**config.mk**
```make
export PLATFORM = sky130hd
export DESIGN_NAME = mm2s_engine
export DESIGN_NICKNAME = d
export VERILOG_FILES = /design/src/verilog/dma_pkg.sv /design/src/verilog/mm2s_engine.sv
export SDC_FILE = /design/constraint.sdc
export NUM_CORES = 1
export LEC_CHECK = 0
export BUFFER_PORTS_ARGS = -buffer_cell sky130_fd_sc_hd__buf_2
export CAP_MARGIN = 5
export CORE_MARGIN = 2
export CORE_UTILIZATION = 40
export CTS_BUF_LIST = sky130_fd_sc_hd__clkbuf_8
export DETAILED_ROUTE_END_ITERATION = 6
export GPL_TIMING_DRIVEN = 0
export PLACE_DENSITY = 0.81
export REMOVE_ABC_BUFFERS = 1
export SKIP_LAST_GASP = 1
export SYNTH_ARGS = -nofsm -noshare
export SYNTH_HDL_FRONTEND = slang
export SYNTH_SLANG_ARGS = --single-unit
```
**constraint.sdc**
```tcl
create_clock -name clock -period 2.7 [get_ports clock]
set_input_delay 0.27 -clock clock [delete_from_list [all_inputs] [get_ports clock]]
set_output_delay 0.27 -clock clock [all_outputs]
set_load 0.05 [all_outputs]
```
**src/verilog/dma_pkg.sv**
```systemverilog
package dma_pkg;

  //////////////////////////////
  // data path and memory sizes
  //////////////////////////////
  localparam int DATA_W      = 32;
  localparam int LITE_ADDR_W = 12;
  localparam int MEM_DEPTH   = 256;
  localparam int MEM_AW      = 8;
  // length may reach MEM_DEPTH, one bit wider than an index
  localparam int LEN_W       = 9;

  // stream fifo between the engines
  localparam int FIFO_DEPTH  = 8;
  localparam int FIFO_AW     = 3;

  //////////////////////////////
  // host register map
  //////////////////////////////
  localparam logic [LITE_ADDR_W-1:0] REG_CONTROL = 12'h000;
  localparam logic [LITE_ADDR_W-1:0] REG_STATUS  = 12'h004;
  localparam logic [LITE_ADDR_W-1:0] REG_SRC     = 12'h008;
  localparam logic [LITE_ADDR_W-1:0] REG_DST     = 12'h00C;
  localparam logic [LITE_ADDR_W-1:0] REG_LENGTH  = 12'h010;
  // memory window, word index in byte address bits 9..2
  localparam logic [LITE_ADDR_W-1:0] MEM_BASE    = 12'h400;

  // axi response codes
  localparam logic [1:0] RESP_OKAY   = 2'b00;
  localparam logic [1:0] RESP_SLVERR = 2'b10;

  // control and status bit positions
  localparam int CTRL_START_BIT  = 0;
  localparam int CTRL_IRQ_EN_BIT = 1;
  localparam int STAT_BUSY_BIT   = 0;
  localparam int STAT_DONE_BIT   = 1;

endpackage

```
**src/verilog/mm2s_engine.sv**
```systemverilog
`timescale 1ns/1ps

module mm2s_engine (
  input  logic                        clock,
  input  logic                        reset_lock,
  input  logic                        start,
  input  logic [dma_pkg::MEM_AW-1:0]  src_index,
  input  logic [dma_pkg::LEN_W-1:0]   length,
  // memory read port
  output logic [dma_pkg::MEM_AW-1:0]  rd_addr,
  input  logic [dma_pkg::DATA_W-1:0]  rd_data,
  // outgoing stream
  output logic                        m_valid,
  input  logic                        m_ready,
  output logic [dma_pkg::DATA_W-1:0]  m_data,
  output logic                        m_last
);
  import dma_pkg::*;

  // reads still to issue
  logic [LEN_W-1:0]  issue_rem;
  logic [MEM_AW-1:0] rd_idx;
  // read issued last cycle, its word is on rd_data now
  logic              rd_pend;
  logic              pend_last;
  logic              issue;

  // one read outstanding, and only into a free output register
  // a stalled stream therefore stops reads with nothing dropped
  assign issue   = (issue_rem != '0) & ~rd_pend & (~m_valid | m_ready);
  assign rd_addr = rd_idx;

  //////////////////////////////
  // control
  //////////////////////////////
  always_ff @(posedge clock) begin
    if (!reset_lock) begin
      issue_rem <= '0;
      rd_pend   <= 1'b0;
      m_valid   <= 1'b0;
    end else begin
      if (start) begin
        issue_rem <= length;
      end else if (issue) begin
        issue_rem <= issue_rem - 1'b1;
      end
      rd_pend <= issue;
      // returned word always lands in an empty register
      if (rd_pend) begin
        m_valid <= 1'b1;
      end else if (m_ready) begin
        m_valid <= 1'b0;
      end
    end
  end

  // index wraps modulo memory depth by width
  always_ff @(posedge clock) begin
    if (start) begin
      rd_idx <= src_index;
    end else if (issue) begin
      rd_idx <= rd_idx + 1'b1;
    end
    if (issue) begin
      pend_last <= (issue_rem == LEN_W'(1));
    end
    if (rd_pend) begin
      m_data <= rd_data;
      m_last <= pend_last;
    end
  end

endmodule

```
==> impl_summary.txt, run 1 <==
----------------------------------------------------
[Placement]
  Pre-CTS WS ... 497 ps
  Number of buffer cells added on primary ports ... 94
  Post-DP HPWL ... 3120 um
  Routability-driven placement congestion ratio ... 0.765

[STA]
  Tmin final ... 2190 ps
  Post-route clock skew ... 7.51 ps
  Final worst slack ... 513 ps
  Setup repair after global routing missed its margin ... no
  Least-Margin Pin Slew ... 817 ps
  Fmax achieved ... 457 MHz
  Slew Limit Headroom ... 45.5%
  Setup TNS Final ... 0 ps
  Final hold viol count ... 0
  Final count of negative-setup-slack endpoints ... 0
  Final-report max-slew violation count ... 0
  Share of the clock period used by the worst path ... 81.0%

[Yosys]
  Count of different cell masters after synthesis ... 41
  Netlist area before placement ... 2120 um2
  Synth Warn # ... 0
  Average size of a mapped cell ... 14.0 um2
  Sequential cell area fraction in the yosys report ... 69.7%
  Prevailing post-synth register cell ... edfxtp_1
  Number of standard cells after synthesis ... 152
  Post-synth EDFFs ... 42
  Post-synthesis sequential element count ... 53
  Fraction of registers with async set or reset after synthesis ... 0%

[Final layout]
  Antenna diode instance count ... 0
  Commonest cells after routing, fill and taps aside ... buf_2 (94), edfxtp_1 (42), o21ai_0 (14)
  Fillers ... 469
  Fraction of final layout cells sized beyond drive strength 1 ... 44.4%
  Total number of nets in the final design ... 306
  Commonest non-fill, non-tap cell in the layout ... buf_2
  Layout area overhead ... 29.7%

[Global routing]
  Global-route total usage across every layer ... 14.2%
  Antenna violations before repair ... 0
  Via count of the first global-routing pass ... 1,442
  Maximum number of pins on one net before global-route repair ... 41
  Global route total overflow ... 0
  First-pass GRT wire length ... 6580 um

[CTS]
  Root buffer cell ... clkbuf_8
  Number of CTS-inserted buffers ... 5
  Latest clock arrival within the worst-skew pair ... 300 ps
  Maximum clock insertion buffer count ... 2
  CTS tree ... yes
  Cts-stage hold buffer count ... 0
  Htree depth ... 2
  Resized cells post-CTS ... 0
  Number of post-CTS setup repair buffers ... 0
  Sink count of the clock tree ... 53
  Register clock-pin slew on the reported worst setup and hold paths ... 90 ps

[Floorplanning]
  Area of the core ... 5110 um2
  Row count ... 26
  Die Wd ... 76.9 um
  Full die area ... 5910 um2
  Initial standard-cell utilization of the core ... 41.6%
  Ports placed on the boundary ... 95
  Vertical die dimension ... 76.9 um

[Critical path]
  Kind of critical path ... flop to flop
  Destination of the critical timing path ... rd_addr[5]
  Setup slack of the worst register-to-register path ... 510 ps
  Reg-to-reg endpoint ... rd_addr[5]
  Element type at the critical path end ... flop
  Worst Setup SP ... issue_rem[0]
  Reg-to-reg critical path startpoint ... issue_rem[0]
  Critical Path Start Type ... flop
  Data required time at the worst endpoint ... 2700 ps
  Worst Reg-to-Reg Cells ... 5
  Maximum fanout encountered on the critical timing path ... 8
  Endpoint arrival time on the critical path ... 2190 ps

[Pwr]
  Worst vdd rail ir drop ... 0.254 mV
  Ratio of total power to cell area ... 740 nW/um2
  Leak ... 1.16 nW

[Flow run]
  Max-cap viol count ... 0

[Hold path]
  Type of the most critical hold path ... input pin to flop

[Detailed routing]
  Number of vias after detailed routing ... 1,565
  Post-route ant nets ... 0
  Initial DRT Pass Iterations ... 4
  Post-detailed-route DRC marker count ... 0
  1st-iter DRT viols ... 67
  Total wirelength of the detailed-routed design ... 4190 um
  Post-DR wirelength/cell ... 13.1 um
  Via-to-Cell Ratio ... 4.89

[Run status]
  Run status ... finished, final reports clean

----------------------------------------------------
## Yosys cell counts, types with 2 or more instances
library cell | instances | share of area, %
nand2b_1 | 2 | 0.59
ha_1 | 4 | 2.4
xor2_1 | 4 | 1.6
nor3_1 | 2 | 0.47
edfxtp_1 | 42 | 59
and3_1 | 4 | 1.2
and2_1 | 3 | 0.88
dfxtp_1 | 11 | 10
clkbuf_1 | 4 | 0.71
nor4_1 | 2 | 0.59
inv_1 | 5 | 0.88
nand2_1 | 8 | 1.4
or4_4 | 2 | 1.1
nor2b_1 | 2 | 0.59
o21ai_0 | 14 | 3.3
nor2_1 | 5 | 0.88
nor4b_1 | 2 | 0.82
nand3_1 | 8 | 1.9
o31ai_1 | 2 | 0.71
or2_2 | 2 | 0.59
xnor2_1 | 3 | 1.2
a31oi_1 | 2 | 0.59
## logic make-up (layout without fill, tap and decap cells)
family | after synthesis | count (layout) | share of synthesized area [%]
AND/OR/NAND/NOR | 49 | 49 | 13.7
buffers and inverters | 9 | 107 | 1.59
adder cells (fa/ha/maj) | 4 | 4 | 2.36
flip-flops | 53 | 53 | 69.7
multiplexers | 2 | 2 | 1.00
XOR/XNOR | 7 | 7 | 2.89
AO/OA/AOI/OAI | 28 | 28 | 8.72
## worst min path at each step
stage,startpoint,end,slack [ps],cells after the start
2_1_floorplan,rd_data[0],m_data[0],370,0
3_3_place_gp,pend_last,m_last,410,0
3_5_place_dp,pend_last,m_last,420,0
4_1_cts,rd_data[15],m_data[15],130,1
5_1_grt,rd_data[31],m_data[31],130,1
6_report,rd_data[15],m_data[15],140,1
## critical path: stages, from the launching register on
cell	delay [ps]
dfxtp_1	380
inv_1	100
ha_1	230
nor4b_1	150
a211oi_1	670
or2_2	360
## flip-flops by register name (all words and copies together) (netlist names)
register   cells
issue_rem      9
rd_addr        8
m_valid        1
rd_pend        1
pend_last      1
m_data        32
m_last         1
## through the flow
| step | area [um2] | total power [W] | util [%] | std cells | hold WS, ps |
|---|---|---|---|---|---|
| floorplan | 2110 | 0.00149 | - | 148 | 369 |
| global placement | 2670 | 0.00163 | 52.2 | 312 | 408 |
| detailed placement | 2670 | 0.00164 | 52.3 | 312 | 417 |
| CTS | 2760 | 0.00206 | 54.0 | 320 | 131 |
| global route | 2760 | 0.00214 | 54.0 | 320 | 125 |
| finish | 2760 | 0.00204 | 54.0 | 320 | 142 |
## routing by layer
layer  GRT usage, %  part of all wire [%]
met1           18.4                    45
met4           6.36                   1.4
met5              0                     0
met2           22.2                    45
met3           4.00                   8.6
## area by class of cell
cell class / instances / area, um2 / share of cell area (%)
Clock buffer: 5 / 68.8 / 2.50
Clock inverter: 3 / 18.8 / 0.681
Inverter: 5 / 18.8 / 0.681
Multi-Input combinational cell: 90 / 609 / 22.1
Sequential cell: 53 / 1480 / 53.8
Tap cell: 70 / 87.6 / 3.18
Timing Repair Buffer: 94 / 470 / 17.1
## power breakdown
group          internal (W)  leakage, nW  total, W  switching (W)
sequential         0.000999        0.499   0.00108      0.0000797
combinational      0.000158        0.616  0.000536       0.000378
clock              0.000179       0.0416  0.000423       0.000244
total               0.00134         1.16   0.00204       0.000702
Note: power is estimated with default switching activity, not from simulation.
==> run 2, diff against run 1 <==
clock period = 2.25 ns   (was 2.7 ns; I/O delays follow)
==> impl_summary.txt, run 2 (same netlist as run 1, synthesis figures left out) <==
----------------------------------------------------
[STA]
  Final-layout worst hold slack ... 96.6 ps (was 142 ps)
  Fmax achieved ... 499 MHz (was 457 MHz)
  Least-Margin Pin Slew ... 837 ps (was 817 ps)
  Final-report max-slew violation count ... 0 (unchanged)
  Setup repair after global routing missed its margin ... no (unchanged)
  Share of the clock period used by the worst path ... 89.0% (was 81.0%)
  Tmin final ... 2000 ps (was 2190 ps)
  Final count of negative-setup-slack endpoints ... 0 (unchanged)
  Post-route clock skew ... 8.34 ps (was 7.51 ps)
  Final worst slack ... 247 ps (was 513 ps)
  Slew Limit Headroom ... 44.2% (was 45.5%)
  Final hold viol count ... 0 (unchanged)

[Detailed routing]
  1st-iter DRT viols ... 89 (was 67)
  Post-route ant nets ... 0 (unchanged)
  Total wirelength of the detailed-routed design ... 4190 um (about the same)
  Post-detailed-route DRC marker count ... 0 (unchanged)
  Number of vias after detailed routing ... 1,562 (was 1,565)
  Post-DR wirelength/cell ... 13.1 um (about the same)
  Via-to-Cell Ratio ... 4.88 (was 4.89)
  Initial DRT Pass Iterations ... 4 (unchanged)

[Floorplanning]
  Ports placed on the boundary ... 95 (unchanged)
  Row count ... 26 (unchanged)
  Area of the core ... 5110 um2 (unchanged)
  Full die area ... 5910 um2 (unchanged)
  Initial standard-cell utilization of the core ... 41.6% (unchanged)
  Vertical die dimension ... 76.9 um (unchanged)
  Die Wd ... 76.9 um (unchanged)

[Global routing]
  Maximum number of pins on one net before global-route repair ... 41 (unchanged)
  Global-route total usage across every layer ... 14.2% (unchanged)
  Via count of the first global-routing pass ... 1,442 (unchanged)
  Antenna violations before repair ... 0 (unchanged)
  First-pass GRT wire length ... 6580 um (unchanged)
  Global route total overflow ... 0 (unchanged)

[Final layout]
  Antenna diode instance count ... 0 (unchanged)
  Number of flip-flops in the largest register ... 32 (unchanged)
  Layout area overhead ... 30.0% (was 29.7%)
  Fillers ... 467 (was 469)
  Commonest non-fill, non-tap cell in the layout ... buf_2 (unchanged)
  Commonest cells after routing, fill and taps aside ... buf_2 (94), edfxtp_1 (42), o21ai_0 (14) (unchanged)
  Register with the most flip-flops ... m_data (unchanged)
  Total number of nets in the final design ... 306 (unchanged)
  Fraction of final layout cells sized beyond drive strength 1 ... 44.8% (was 44.4%)

[Hold path]
  Type of the most critical hold path ... input pin to flop (unchanged)

[Pwr]
  Leak ... 1.16 nW (about the same)
  Post-layout total power ... 0.00245 W (was 0.00204 W)
  Worst vdd rail ir drop ... 0.305 mV (was 0.254 mV)
  Ratio of total power to cell area ... 887 nW/um2 (was 740 nW/um2)

[CTS]
  Root buffer cell ... clkbuf_8 (unchanged)
  Cts-stage hold buffer count ... 0 (unchanged)
  CTS tree ... yes (unchanged)
  Number of CTS-inserted buffers ... 5 (unchanged)
  Register clock-pin slew on the reported worst setup and hold paths ... 90 ps (about the same)
  Latest clock arrival within the worst-skew pair ... 300 ps (about the same)
  Maximum clock insertion buffer count ... 2 (unchanged)
  Sink count of the clock tree ... 53 (unchanged)
  Htree depth ... 2 (unchanged)

[Run status]
  Run status ... finished, final reports clean (unchanged)

[Critical path]
  Maximum fanout encountered on the critical timing path ... 8 (unchanged)
  Element type at the critical path end ... flop (unchanged)
  Critical Path Start Type ... flop (unchanged)
  Data required time at the worst endpoint ... 2290 ps (was 2700 ps)
  Endpoint arrival time on the critical path ... 2040 ps (was 2190 ps)
  Kind of critical path ... flop to flop (unchanged)

[Placement]
  Post-DP HPWL ... 3120 um (unchanged)
  Pre-CTS WS ... 46.8 ps (was 497 ps)
  Routability-driven placement congestion ratio ... 0.765 (unchanged)
  Number of buffer cells added on primary ports ... 94 (unchanged)

[Flow run]
  Max-cap viol count ... 0 (unchanged)

----------------------------------------------------
-- run 2: cell types whose count changed in the layout (fill, tap and decap cells not counted) --
cell | previous run | this run
a211oi_1 | 1 | 0
a211oi_2 | 0 | 1
-- run 2: area by class of cell --
class                      instances  area, um2  share of cell area [%]
sequential                        53       1480                    53.7
multi-input combinational         90        614                    22.2
clock buffer                       5       68.8                    2.49
tap                               70       87.6                    3.17
inverter                           5       18.8                   0.680
timing repair buffer              94        470                    17.0
clock inverter                     3       18.8                   0.680
-- run 2: layer usage --
metal	routed length, um	share of wire (%)	vias to the layer above	track usage (%)
met1	1930	46	701	18.4
met3	343	8.2	5	4.00
met5	0	0	-	0
li1	-	-	773	-
met4	59	1.4	0	6.36
met2	1860	44	83	22.2
-- run 2: repair_timing --
action	4_1_cts	5_1_grt
gates resized for setup	0	1
setup buffers	0	0
endpoints found under the setup margin	0	8
-- run 2: worst max-delay path: stages, from the launching register on --
cell and delay (ps):
dfxtp_1 370, nor4_1 650, a211oi_2 270, or2_2 450
-- run 2: path summary, 6_finish.rpt --
path,startpoint,endpoint,slack [ps],cells after the start
min reg2reg,pend_last,m_last,440,0
max,issue_rem[4],rd_addr[5],250,3
max reg2reg,issue_rem[4],rd_addr[5],250,3
min,rd_data[15],m_data[15],100,1
-- run 2: metrics by stage --
step                area, um2  cells  utilization (%)  setup TNS, ps
floorplan                2110    148                -              0
global placement         2670    312             52.2          -2220
detailed placement       2670    312             52.3              0
CTS                      2760    320             54.0              0
global route             2760    320             54.1              0
finish                   2760    320             54.1              0
-- run 2: power by group --
part	total, W	internal [W]	leakage (nW)	switching [W]
Clock	0.000508	0.000215	0.0416	0.000293
Sequential	0.00130	0.00120	0.499	0.0000967
Combinational	0.000646	0.000191	0.617	0.000455
==> run 3, diff against run 2 <==
CAP_MARGIN = default   (was 5)
PLACE_DENSITY = 0.68   (was 0.81)
==> impl_summary.txt, run 3 (same netlist as run 1, synthesis figures left out) <==
----------------------------------------------------
[Run status]
  Run status ... finished, final reports clean (unchanged)

[Final layout]
  Combined flip-flop and latch cell area ... 1480 um2 (unchanged)
  Final cell utilization of the core ... 54.1% (unchanged)
  Layout area overhead ... 30.0% (unchanged)
  Number of flip-flops in the largest register ... 32 (unchanged)
  Fillers ... 477 (was 467)
  Fraction of final layout cells sized beyond drive strength 1 ... 44.8% (unchanged)
  Antenna diode instance count ... 0 (unchanged)
  Commonest cells after routing, fill and taps aside ... buf_2 (94), edfxtp_1 (42), o21ai_0 (14) (unchanged)
  Final design instance area without fill ... 2760 um2 (unchanged)
  Register with the most flip-flops ... m_data (unchanged)
  Area used by multi-input combinational logic ... 614 um2 (unchanged)
  Total number of nets in the final design ... 306 (unchanged)
  Commonest non-fill, non-tap cell in the layout ... buf_2 (unchanged)

[Placement]
  Pre-CTS WS ... 40.3 ps (was 46.8 ps)
  Routability-driven placement congestion ratio ... 0.770 (was 0.765)
  Post-detailed-placement cell area ... 2670 um2 (unchanged)
  Post-DP HPWL ... 3170 um (was 3120 um)
  Number of buffer cells added on primary ports ... 94 (unchanged)

[CTS]
  Cts-stage hold buffer count ... 0 (unchanged)
  Latest clock arrival within the worst-skew pair ... 300 ps (about the same)
  CTS tree ... yes (unchanged)
  Maximum clock insertion buffer count ... 2 (unchanged)
  Register clock-pin slew on the reported worst setup and hold paths ... 90 ps (about the same)
  Root buffer cell ... clkbuf_8 (unchanged)
  Htree depth ... 2 (unchanged)
  Sink count of the clock tree ... 53 (unchanged)
  Number of CTS-inserted buffers ... 5 (unchanged)

[Global routing]
  First-pass GRT wire length ... 6710 um (was 6580 um)
  Via count of the first global-routing pass ... 1,441 (was 1,442)
  Global-route total usage across every layer ... 14.3% (was 14.2%)
  Global route total overflow ... 0 (unchanged)
  Maximum number of pins on one net before global-route repair ... 41 (unchanged)
  Antenna violations before repair ... 0 (unchanged)

[STA]
  Post-route clock skew ... 8.67 ps (was 8.34 ps)
  Least-Margin Pin Slew ... 851 ps (was 837 ps)
  Tmin final ... 2010 ps (was 2000 ps)
  Final worst slack ... 237 ps (was 247 ps)
  Final-report max-slew violation count ... 0 (unchanged)
  Final hold viol count ... 0 (unchanged)
  Share of the clock period used by the worst path ... 89.5% (was 89.0%)
  Slew Limit Headroom ... 43.3% (was 44.2%)
  Fmax achieved ... 497 MHz (was 499 MHz)
  Final count of negative-setup-slack endpoints ... 0 (unchanged)
  Setup repair after global routing missed its margin ... no (unchanged)

[Floorplanning]
  Initial standard-cell utilization of the core ... 41.6% (unchanged)
  Full die area ... 5910 um2 (unchanged)
  Vertical die dimension ... 76.9 um (unchanged)
  Row count ... 26 (unchanged)
  Ports placed on the boundary ... 95 (unchanged)
  Die Wd ... 76.9 um (unchanged)
  Area of the core ... 5110 um2 (unchanged)

[Flow run]
  Max-cap viol count ... 0 (unchanged)

[Hold path]
  Type of the most critical hold path ... input pin to flop (unchanged)

[Critical path]
  Element type at the critical path end ... flop (unchanged)
  Critical path, cell by cell ... nor4_1 -> a211oi_2 -> or2_2 (unchanged)
  Kind of critical path ... flop to flop (unchanged)
  CP max-delay cell ... nor4_1 (unchanged)
  Gate family responsible for the most delay along the worst path ... simple AND/OR/NAND/NOR gates (unchanged)
  CP peak stage delay ... 650 ps (about the same)
  Endpoint arrival time on the critical path ... 2040 ps (about the same)
  Critical Path Start Type ... flop (unchanged)
  Maximum fanout encountered on the critical timing path ... 8 (unchanged)
  Combined buffer and inverter count along the critical path ... 0 (unchanged)
  Data required time at the worst endpoint ... 2280 ps (was 2290 ps)

[Pwr]
  Worst vdd rail ir drop ... 0.384 mV (was 0.305 mV)
  Leak ... 1.16 nW (unchanged)
  Ratio of total power to cell area ... 889 nW/um2 (was 887 nW/um2)

[Detailed routing]
  Total wirelength of the detailed-routed design ... 4210 um (was 4190 um)
  Post-route ant nets ... 0 (unchanged)
  Number of vias after detailed routing ... 1,579 (was 1,562)
  Post-DR wirelength/cell ... 13.1 um (about the same)
  Initial DRT Pass Iterations ... 4 (unchanged)
  Post-detailed-route DRC marker count ... 0 (unchanged)
  1st-iter DRT viols ... 38 (was 89)
  Via-to-Cell Ratio ... 4.93 (was 4.88)

----------------------------------------------------
-- run 3: cell counts in the layout (fill, tap and decap cells not counted) --
Identical to the previous run, type by type.
-- run 3: per-layer routing --
layer  vias up  wire (um)  global-route usage, %
li1        774          -                      -
met1       724       1820                   17.8
met3         7        340                   3.76
met5         -          0                      0
met4         0         46                   4.36
met2        74       2000                   24.4
-- run 3: worst paths after layout --
kind	slack (ps)	startpoint	end	cells after the start
worst max-delay path	240	issue_rem[5]	rd_addr[7]	3
worst min-delay path	100	rd_data[30]	m_data[30]	1
worst max register to register	240	issue_rem[5]	rd_addr[7]	3
worst min register to register	440	pend_last	m_last	0
-- run 3: through the flow --
step	hold slack (ps)	instances	TNS, ps	power [W]
after global placement	402	312	-2330	0.00196
final	98.6	320	0	0.00246
after global routing	76.1	320	0	0.00258
after detailed placement	403	312	0	0.00197
after CTS	86.2	320	0	0.00248
after floorplan	324	148	0	0.00178
-- run 3: where the power goes --
group	internal, W	switching [W]
Combinational	0.000191	0.000460
Sequential	0.00120	0.0000987
Clock	0.000215	0.000292
Total	0.00161	0.000850
-- run 3: timing repair --
item | CTS | global route
setup buffers | 0 | 0
endpoints found under the setup margin | 0 | 8
resized for setup | 0 | 1
-- run 3: final cells by class --
type / instances / share of cell area, %
Sequential cell: 53 / 53.7
Timing Repair Buffer: 94 / 17.0
Inverter: 5 / 0.680
Tap cell: 70 / 3.17
Multi-Input combinational cell: 90 / 22.2
Clock buffer: 5 / 2.49
Clock inverter: 3 / 0.680
